[config.mk]
export PLATFORM = sky130hd
export DESIGN_NAME = lsu_top
export DESIGN_NICKNAME = d
export VERILOG_FILES = /design/src/logic/lsu_pkg.sv /design/src/logic/lsu_align.sv /design/src/logic/lsu_load_extract.sv /design/src/logic/lsu_bus_fsm.sv /design/src/logic/lsu_top.sv
export VERILOG_INCLUDE_DIRS = /design/src
export SDC_FILE = /design/constraint.sdc
export NUM_CORES = 1
export LEC_CHECK = 0
export BUFFER_PORTS_ARGS = -buffer_cell sky130_fd_sc_hd__buf_2
export CAP_MARGIN = 40
export CORE_MARGIN = 2
export CORE_UTILIZATION = 45
export DETAILED_ROUTE_END_ITERATION = 7
export PLACE_DENSITY = 0.8
export SYNTH_ARGS = -nofsm -noshare
export SYNTH_HDL_FRONTEND = slang
export SYNTH_HIERARCHICAL = 1
export SYNTH_SLANG_ARGS = --single-unit
[constraint.sdc]
create_clock -name clk_i -period 10.04 [get_ports clk_i]
set_input_delay 2.008 -clock clk_i [delete_from_list [all_inputs] [get_ports clk_i]]
set_output_delay 2.008 -clock clk_i [all_outputs]
set_load 0.005 [all_outputs]
[src/lsu_config.svh]
`ifndef LSU_CONFIG_SVH
`define LSU_CONFIG_SVH

////////////////////////////////////////
// Load/store path dimensions
////////////////////////////////////////

// Width of one data word on the bus
`define LSU_DATA_W 32

// Byte lanes per data word
`define LSU_BE_W 4

// Full byte address width
`define LSU_ADDR_W 32

// Bits of the address that select a lane
`define LSU_OFFSET_W 2

`endif

[src/logic/lsu_pkg.sv]
`default_nettype none

`include "lsu_config.svh"

package lsu_pkg;

  ////////////////////////////////////////
  // Access size
  ////////////////////////////////////////

  typedef enum logic [1:0] {
    SIZE_BYTE = 2'b00,
    SIZE_HALF = 2'b01,
    SIZE_WORD = 2'b10
  } lsu_size_e;

  ////////////////////////////////////////
  // Command from the execute stage
  ////////////////////////////////////////

  typedef struct packed {
    logic                   we;
    lsu_size_e              size;
    logic                   sign_ext;
    logic [`LSU_ADDR_W-1:0] addr;
    // Store data, still in the low lanes
    logic [`LSU_DATA_W-1:0] wdata;
  } lsu_cmd_t;

  // Request as seen on the data bus
  typedef struct packed {
    logic [`LSU_ADDR_W-1:0] addr;
    logic                   we;
    logic [`LSU_BE_W-1:0]   be;
    logic [`LSU_DATA_W-1:0] wdata;
  } lsu_bus_req_t;

  // Result returned with resp_valid_o
  typedef struct packed {
    logic [`LSU_DATA_W-1:0] rdata;
    logic                   load_err;
    logic                   store_err;
    logic                   misaligned;
  } lsu_resp_t;

endpackage

`default_nettype wire

[src/logic/lsu_align.sv]
`default_nettype none

`include "lsu_config.svh"

module lsu_align (
  input  lsu_pkg::lsu_cmd_t     cmd_i,
  output lsu_pkg::lsu_bus_req_t bus_o,
  output logic                  misaligned_o
);

  logic [`LSU_OFFSET_W-1:0] offset;
  logic [`LSU_BE_W-1:0]     be;
  logic                     misaligned;

  assign offset = cmd_i.addr[`LSU_OFFSET_W-1:0];

  ////////////////////////////////////////
  // Byte enables and alignment
  ////////////////////////////////////////

  always_comb begin
    be         = '0;
    misaligned = 1'b0;
    case (cmd_i.size)
      lsu_pkg::SIZE_BYTE: begin
        be = `LSU_BE_W'(4'b0001 << offset);
      end
      lsu_pkg::SIZE_HALF: begin
        be         = `LSU_BE_W'(4'b0011 << offset);
        // Only even offsets keep both lanes in one word
        misaligned = offset[0];
      end
      lsu_pkg::SIZE_WORD: begin
        be         = '1;
        misaligned = (offset != '0);
      end
      default: begin
        // Unused size code, handled like a word
        be         = '1;
        misaligned = (offset != '0);
      end
    endcase
  end

  ////////////////////////////////////////
  // Bus request
  ////////////////////////////////////////

  always_comb begin
    bus_o.addr  = {cmd_i.addr[`LSU_ADDR_W-1:`LSU_OFFSET_W], {`LSU_OFFSET_W{1'b0}}};
    bus_o.we    = cmd_i.we;
    bus_o.be    = be;
    // Move store data up to its first lane
    bus_o.wdata = cmd_i.wdata << {offset, 3'b000};
  end

  assign misaligned_o = misaligned;

endmodule

`default_nettype wire

[src/logic/lsu_load_extract.sv]
`default_nettype none

`include "lsu_config.svh"

module lsu_load_extract (
  input  logic [`LSU_DATA_W-1:0]   rdata_i,
  input  logic [`LSU_OFFSET_W-1:0] offset_i,
  input  lsu_pkg::lsu_size_e       size_i,
  input  logic                     sign_ext_i,
  output logic [`LSU_DATA_W-1:0]   data_o
);

  logic [`LSU_DATA_W-1:0] shifted;
  logic                   byte_msb;
  logic                   half_msb;

  // Bring the addressed lane down to bit 0
  assign shifted = rdata_i >> {offset_i, 3'b000};

  // Fill bits, zero unless a signed load
  assign byte_msb = sign_ext_i & shifted[7];
  assign half_msb = sign_ext_i & shifted[15];

  ////////////////////////////////////////
  // Size selection and extension
  ////////////////////////////////////////

  always_comb begin
    case (size_i)
      lsu_pkg::SIZE_BYTE: begin
        data_o = {{(`LSU_DATA_W-8){byte_msb}}, shifted[7:0]};
      end
      lsu_pkg::SIZE_HALF: begin
        data_o = {{(`LSU_DATA_W-16){half_msb}}, shifted[15:0]};
      end
      lsu_pkg::SIZE_WORD: begin
        data_o = shifted;
      end
      default: begin
        data_o = shifted;
      end
    endcase
  end

endmodule

`default_nettype wire

[src/logic/lsu_bus_fsm.sv]
`default_nettype none

`include "lsu_config.svh"

module lsu_bus_fsm (
  input  logic                     clk_i,
  input  logic                     rst_ni,
  // Command attributes
  input  logic                     cmd_valid_i,
  input  logic                     cmd_we_i,
  input  lsu_pkg::lsu_size_e       cmd_size_i,
  input  logic                     cmd_sign_ext_i,
  input  logic [`LSU_OFFSET_W-1:0] cmd_offset_i,
  input  lsu_pkg::lsu_bus_req_t    align_bus_i,
  input  logic                     misaligned_i,
  output logic                     busy_o,
  // Data bus
  output logic                     data_req_o,
  output lsu_pkg::lsu_bus_req_t    data_bus_o,
  input  logic                     data_gnt_i,
  input  logic                     data_rvalid_i,
  input  logic                     data_err_i,
  input  logic [`LSU_DATA_W-1:0]   data_rdata_i,
  // Load extraction
  input  logic [`LSU_DATA_W-1:0]   ext_data_i,
  output lsu_pkg::lsu_size_e       ext_size_o,
  output logic                     ext_sign_ext_o,
  output logic [`LSU_OFFSET_W-1:0] ext_offset_o,
  // Response
  output logic                     resp_valid_o,
  output lsu_pkg::lsu_resp_t       resp_o
);

  typedef enum logic [1:0] {
    IDLE,
    REQ,
    WAIT_RVALID
  } state_e;

  state_e                   state_q;
  state_e                   state_d;
  logic                     accept;
  logic                     resp_load;
  logic                     resp_valid_q;
  lsu_pkg::lsu_resp_t       resp_d;
  lsu_pkg::lsu_resp_t       resp_q;
  lsu_pkg::lsu_bus_req_t    bus_q;
  logic                     we_q;
  lsu_pkg::lsu_size_e       size_q;
  logic                     sign_ext_q;
  logic [`LSU_OFFSET_W-1:0] offset_q;

  // Busy also covers the cycle of the response pulse
  assign busy_o = (state_q != IDLE) | resp_valid_q;
  assign accept = cmd_valid_i & ~busy_o;

  ////////////////////////////////////////
  // Next state and response
  ////////////////////////////////////////

  always_comb begin
    state_d   = state_q;
    resp_load = 1'b0;
    resp_d    = '0;
    case (state_q)
      IDLE: begin
        if (accept) begin
          if (misaligned_i) begin
            // Refused without touching the bus
            resp_load         = 1'b1;
            resp_d.misaligned = 1'b1;
          end else begin
            state_d = REQ;
          end
        end
      end
      REQ: begin
        if (data_gnt_i) begin
          state_d = WAIT_RVALID;
        end
      end
      WAIT_RVALID: begin
        if (data_rvalid_i) begin
          state_d          = IDLE;
          resp_load        = 1'b1;
          resp_d.load_err  = data_err_i & ~we_q;
          resp_d.store_err = data_err_i & we_q;
          if (!we_q && !data_err_i) begin
            resp_d.rdata = ext_data_i;
          end
        end
      end
      default: begin
        state_d = IDLE;
      end
    endcase
  end

  ////////////////////////////////////////
  // Control registers
  ////////////////////////////////////////

  always_ff @(posedge clk_i or negedge rst_ni) begin
    if (!rst_ni) begin
      state_q      <= IDLE;
      resp_valid_q <= 1'b0;
    end else begin
      state_q      <= state_d;
      resp_valid_q <= resp_load;
    end
  end

  // Access held for the whole bus transfer
  always_ff @(posedge clk_i) begin
    if (accept) begin
      bus_q      <= align_bus_i;
      we_q       <= cmd_we_i;
      size_q     <= cmd_size_i;
      sign_ext_q <= cmd_sign_ext_i;
      offset_q   <= cmd_offset_i;
    end
    if (resp_load) begin
      resp_q <= resp_d;
    end
  end

  assign data_req_o = (state_q == REQ);
  assign data_bus_o = bus_q;

  // Read data goes out raw and comes back extended
  assign ext_size_o     = size_q;
  assign ext_sign_ext_o = sign_ext_q;
  assign ext_offset_o   = offset_q;

  assign resp_valid_o = resp_valid_q;
  assign resp_o       = resp_q;

endmodule

`default_nettype wire

[src/logic/lsu_top.sv]
`default_nettype none

`include "lsu_config.svh"

module lsu_top (
  input  logic                   clk_i,
  input  logic                   rst_ni,
  // Command from the execute stage
  input  logic                   cmd_valid_i,
  input  lsu_pkg::lsu_cmd_t      cmd_i,
  output logic                   busy_o,
  // Response
  output logic                   resp_valid_o,
  output lsu_pkg::lsu_resp_t     resp_o,
  // Data bus
  output logic                   data_req_o,
  output lsu_pkg::lsu_bus_req_t  data_bus_o,
  input  logic                   data_gnt_i,
  input  logic                   data_rvalid_i,
  input  logic [`LSU_DATA_W-1:0] data_rdata_i,
  input  logic                   data_err_i
);

  lsu_pkg::lsu_bus_req_t    align_bus;
  logic                     misaligned;
  logic [`LSU_DATA_W-1:0]   ext_data;
  lsu_pkg::lsu_size_e       ext_size;
  logic                     ext_sign_ext;
  logic [`LSU_OFFSET_W-1:0] ext_offset;

  ////////////////////////////////////////
  // Alignment and lane steering
  ////////////////////////////////////////

  lsu_align u_align (
    .cmd_i        ( cmd_i      ),
    .bus_o        ( align_bus  ),
    .misaligned_o ( misaligned )
  );

  ////////////////////////////////////////
  // Bus protocol
  ////////////////////////////////////////

  lsu_bus_fsm u_bus_fsm (
    .clk_i          ( clk_i                          ),
    .rst_ni         ( rst_ni                         ),
    .cmd_valid_i    ( cmd_valid_i                    ),
    .cmd_we_i       ( cmd_i.we                       ),
    .cmd_size_i     ( cmd_i.size                     ),
    .cmd_sign_ext_i ( cmd_i.sign_ext                 ),
    .cmd_offset_i   ( cmd_i.addr[`LSU_OFFSET_W-1:0]  ),
    .align_bus_i    ( align_bus                      ),
    .misaligned_i   ( misaligned                     ),
    .busy_o         ( busy_o                         ),
    .data_req_o     ( data_req_o                     ),
    .data_bus_o     ( data_bus_o                     ),
    .data_gnt_i     ( data_gnt_i                     ),
    .data_rvalid_i  ( data_rvalid_i                  ),
    .data_err_i     ( data_err_i                     ),
    .data_rdata_i   ( data_rdata_i                   ),
    .ext_data_i     ( ext_data                       ),
    .ext_size_o     ( ext_size                       ),
    .ext_sign_ext_o ( ext_sign_ext                   ),
    .ext_offset_o   ( ext_offset                     ),
    .resp_valid_o   ( resp_valid_o                   ),
    .resp_o         ( resp_o                         )
  );

  // Load data extraction
  lsu_load_extract u_load_extract (
    .rdata_i    ( data_rdata_i ),
    .offset_i   ( ext_offset   ),
    .size_i     ( ext_size     ),
    .sign_ext_i ( ext_sign_ext ),
    .data_o     ( ext_data     )
  );

endmodule

`default_nettype wire

==> results.toml <==
[outcome]
run_status = "finished, final reports clean"

[synth]
synth.area.top_cells = "edfxtp_1, mux2i_1, nor3b_2"
yosys.cell_types.count = 45
yosysSeqAreaShare = 0.601
ys_top_cells_by_count = "edfxtp_1, mux2i_1, buf_4"
synth_seq_cells = 113
synth.avg_cell_area_um2 = 14.6
syn-instance-count = 385
synth_edf_count = 110
async_reset_ff_frac = 0.0265
netlist_area_um2 = 5620
synthMostInstantiatedCell = "edfxtp_1"
ys.warnings.count = 6
synth_top_cell_by_area = "edfxtp_1"
synthFlopType = "edfxtp_1"
synth_top_area_frac = 0.588

[clock_network]
postCtsHoldBufs = 0
numCtsBuffers = 17
cts_max_level = 4
clock_sinks = 113
cts_resized = 0
cts_tree = "done"
clockRootBuffer = "clkbuf_16"
cts_buffer_depth = 2
clkSlewWorstSetupHoldPaths_ns = 0.06
clock_latency_ns = 0.41
cts_setup_buffers = 0

[die]
core_um2 = 12100
initial_core_util = 0.464
io_pins = 213
die_h_um = 116
die_x_um = 116
fp-row-count = 40
design.die.area_um2 = 13400

[pwr]
powerDensity_nw_per_um2 = 229
switching_share = 0.288
finalPower_mw = 1.63
ir_drop_uv = 130
pwr-share-clk = 0.351
p_sw_mw = 0.470
p_leak_nw = 2.91
seq_power_share = 0.418
p_int_mw = 1.16
power_frac_comb = 0.230

[critical_path]
reg2reg_slack_ns = 7.73
critPathLaunchType = "input port"
end_kind = "flip-flop"
crit_type = "input port to flip-flop"
worstPathArrival_ns = 4.13
cp_data_required_time_ns = 10.15
crit_fanout = 32

[layout]
layout-drive-gt1-share = 0.517
diodes = 0
stdcell_area_um2 = 7150
instances_no_fill = 746
area_growth_pct = 27.3
nNetsFinal = 671

[placement]
place_area_um2 = 6580
dpl_worst_slack_ns = 5.57
gp_congestion = 0.866
dpl.hpwl_mm = 9.16
dp_cells = 714
io_buffer_count = 212

[sta]
fin_crit_sh = 0.401
period_minus_slack_ns = 4.02
slew_viol_final = 0
rsz0062_at_grt = "false"
tightest_slew_ns = 0.726
finClkSkew_ns = 0.00892
max_freq_mhz = 249
slew_headroom = 0.516
finalSetupViolations = 0
hold_viol_final = 0
layout_setup_ws_ns = 6.02
setup_tns_ns = 0

[detailed_routing]
drt_iter0_markers = 326
vias_per_cell = 5.03
dr.pass1.iters = 4
routed_wl_mm = 12.7
wl_per_cell_um = 17.0
drtAntennaViolNets = 0
vias = 3750
route.detailed.drc = 0

[hold_path]
min_path_type = "flip-flop to flip-flop"

[job]
drv_cap = 0

[grt]
gr-usage-all-layers = 0.192
grt_pass1_wl_mm = 19.1
grtUsageMet1 = 0.222
gr-usage-met2 = 0.311
grt_overflow_total = 0
grt_pass1_vias = 3691
antenna_found_initial = 0
grt_max_degree = 56
grt_util_met3 = 0.0832
busiest_layer = "met2"
layout make-up:
type,instances,area [um^2]
inverters,1,3.75
clock inverters,15,148
well taps,168,210
multi-input cells,213,1800
repair buffers,219,1190
flip-flops and latches,113,3380
fillers,961,4960
clock buffers,17,425
sequential cells by signal (all words and copies together), names as in the netlist:
name / count
u_bus_fsm/data_bus_o: 69
u_bus_fsm/resp_o: 35
u_bus_fsm/ext_offset_o: 2
u_bus_fsm/ext_size_o: 2
u_bus_fsm/state_q: 2
u_bus_fsm/ext_sign_ext_o: 1
u_bus_fsm/resp_valid_o: 1
u_bus_fsm/we_q: 1
power groups by stage:
| stage | sequential [mW] | clock [mW] | combinational [mW] |
|---|---|---|---|
| floorplan | 0.714 | 0 | 0.202 |
| global placement | 0.699 | 0 | 0.343 |
| detailed placement | 0.694 | 0 | 0.380 |
| CTS | 0.686 | 0.587 | 0.381 |
| global route | 0.694 | 0.608 | 0.410 |
| finish | 0.684 | 0.574 | 0.377 |
stage by stage:
step	util	hold slack, ns
floorplan	-	0.502
global placement	0.535	0.587
detailed placement	0.543	0.591
CTS	0.590	0.602
global route	0.590	0.650
finish	0.590	0.611
final timing paths:
check,to,cells past startpoint,startpoint
worst max-delay path,u_bus_fsm/resp_o[16],6,cmd_i[32]
worst min-delay path,u_bus_fsm/state_q[0],1,u_bus_fsm/state_q[1]
worst max register to register,u_bus_fsm/resp_o[21],5,u_bus_fsm/ext_offset_o[1]
worst min register to register,u_bus_fsm/state_q[0],1,u_bus_fsm/state_q[1]
max in group asynchronous,u_bus_fsm/state_q[0],1,rst_ni
min in group asynchronous,u_bus_fsm/resp_valid_o,1,rst_ni
critical path, cell delays in order:
cell	delay [ns]
buf_2	0.56
nor2_1	0.34
nor2_1	0.28
nand4bb_1	0.19
a21oi_4	0.49
buf_16	0.24
cell families after synthesis:
kind of cell	after synthesis	share of synthesized area
and+or+nand+nor	95	0.134
muxes	50	0.0907
buffers and inverters	60	0.0844
xor gates and xnor gates	1	0.00156
other	1	0.000668
AOI/OAI and AO/OA	65	0.0869
DFF	113	0.601
layer usage:
| metal | up-vias | part of all wire |
|---|---|---|
| met5 | - | 0 |
| li1 | 1778 | - |
| met1 | 1764 | 0.39 |
| met3 | 16 | 0.10 |
| met2 | 192 | 0.49 |
| met4 | 0 | 0.016 |
cells in the final DEF (no fill, tap or decap), types with 2 or more instances in the layout:
cell | synthesis | routed
dfrtp_1 | 3 | 3
buf_4 | 37 | 3
a21o_1 | 2 | 2
a21boi_0 | 7 | 7
a21oi_1 | 18 | 17
or2_2 | 7 | 7
nor2_1 | 15 | 15
a211oi_1 | 7 | 7
o22ai_1 | 6 | 6
nor3b_1 | 3 | 3
conb_1 | 1 | 2
edfxtp_1 | 110 | 110
nor2b_1 | 10 | 10
clkinvlp_4 | 0 | 2
and2_1 | 10 | 10
nor3b_2 | 29 | 29
clkinv_2 | 0 | 2
nand2b_1 | 4 | 4
clkbuf_16 | 0 | 17
clkinv_4 | 0 | 3
o2bb2ai_1 | 17 | 17
inv_8 | 0 | 2
inv_6 | 0 | 5
buf_2 | 7 | 212
nand2_1 | 4 | 4
or2_1 | 2 | 2
buf_16 | 0 | 3
o22ai_2 | 2 | 2
o21ai_0 | 2 | 2
mux2i_1 | 48 | 48
Power figures use the tool's default switching activity.
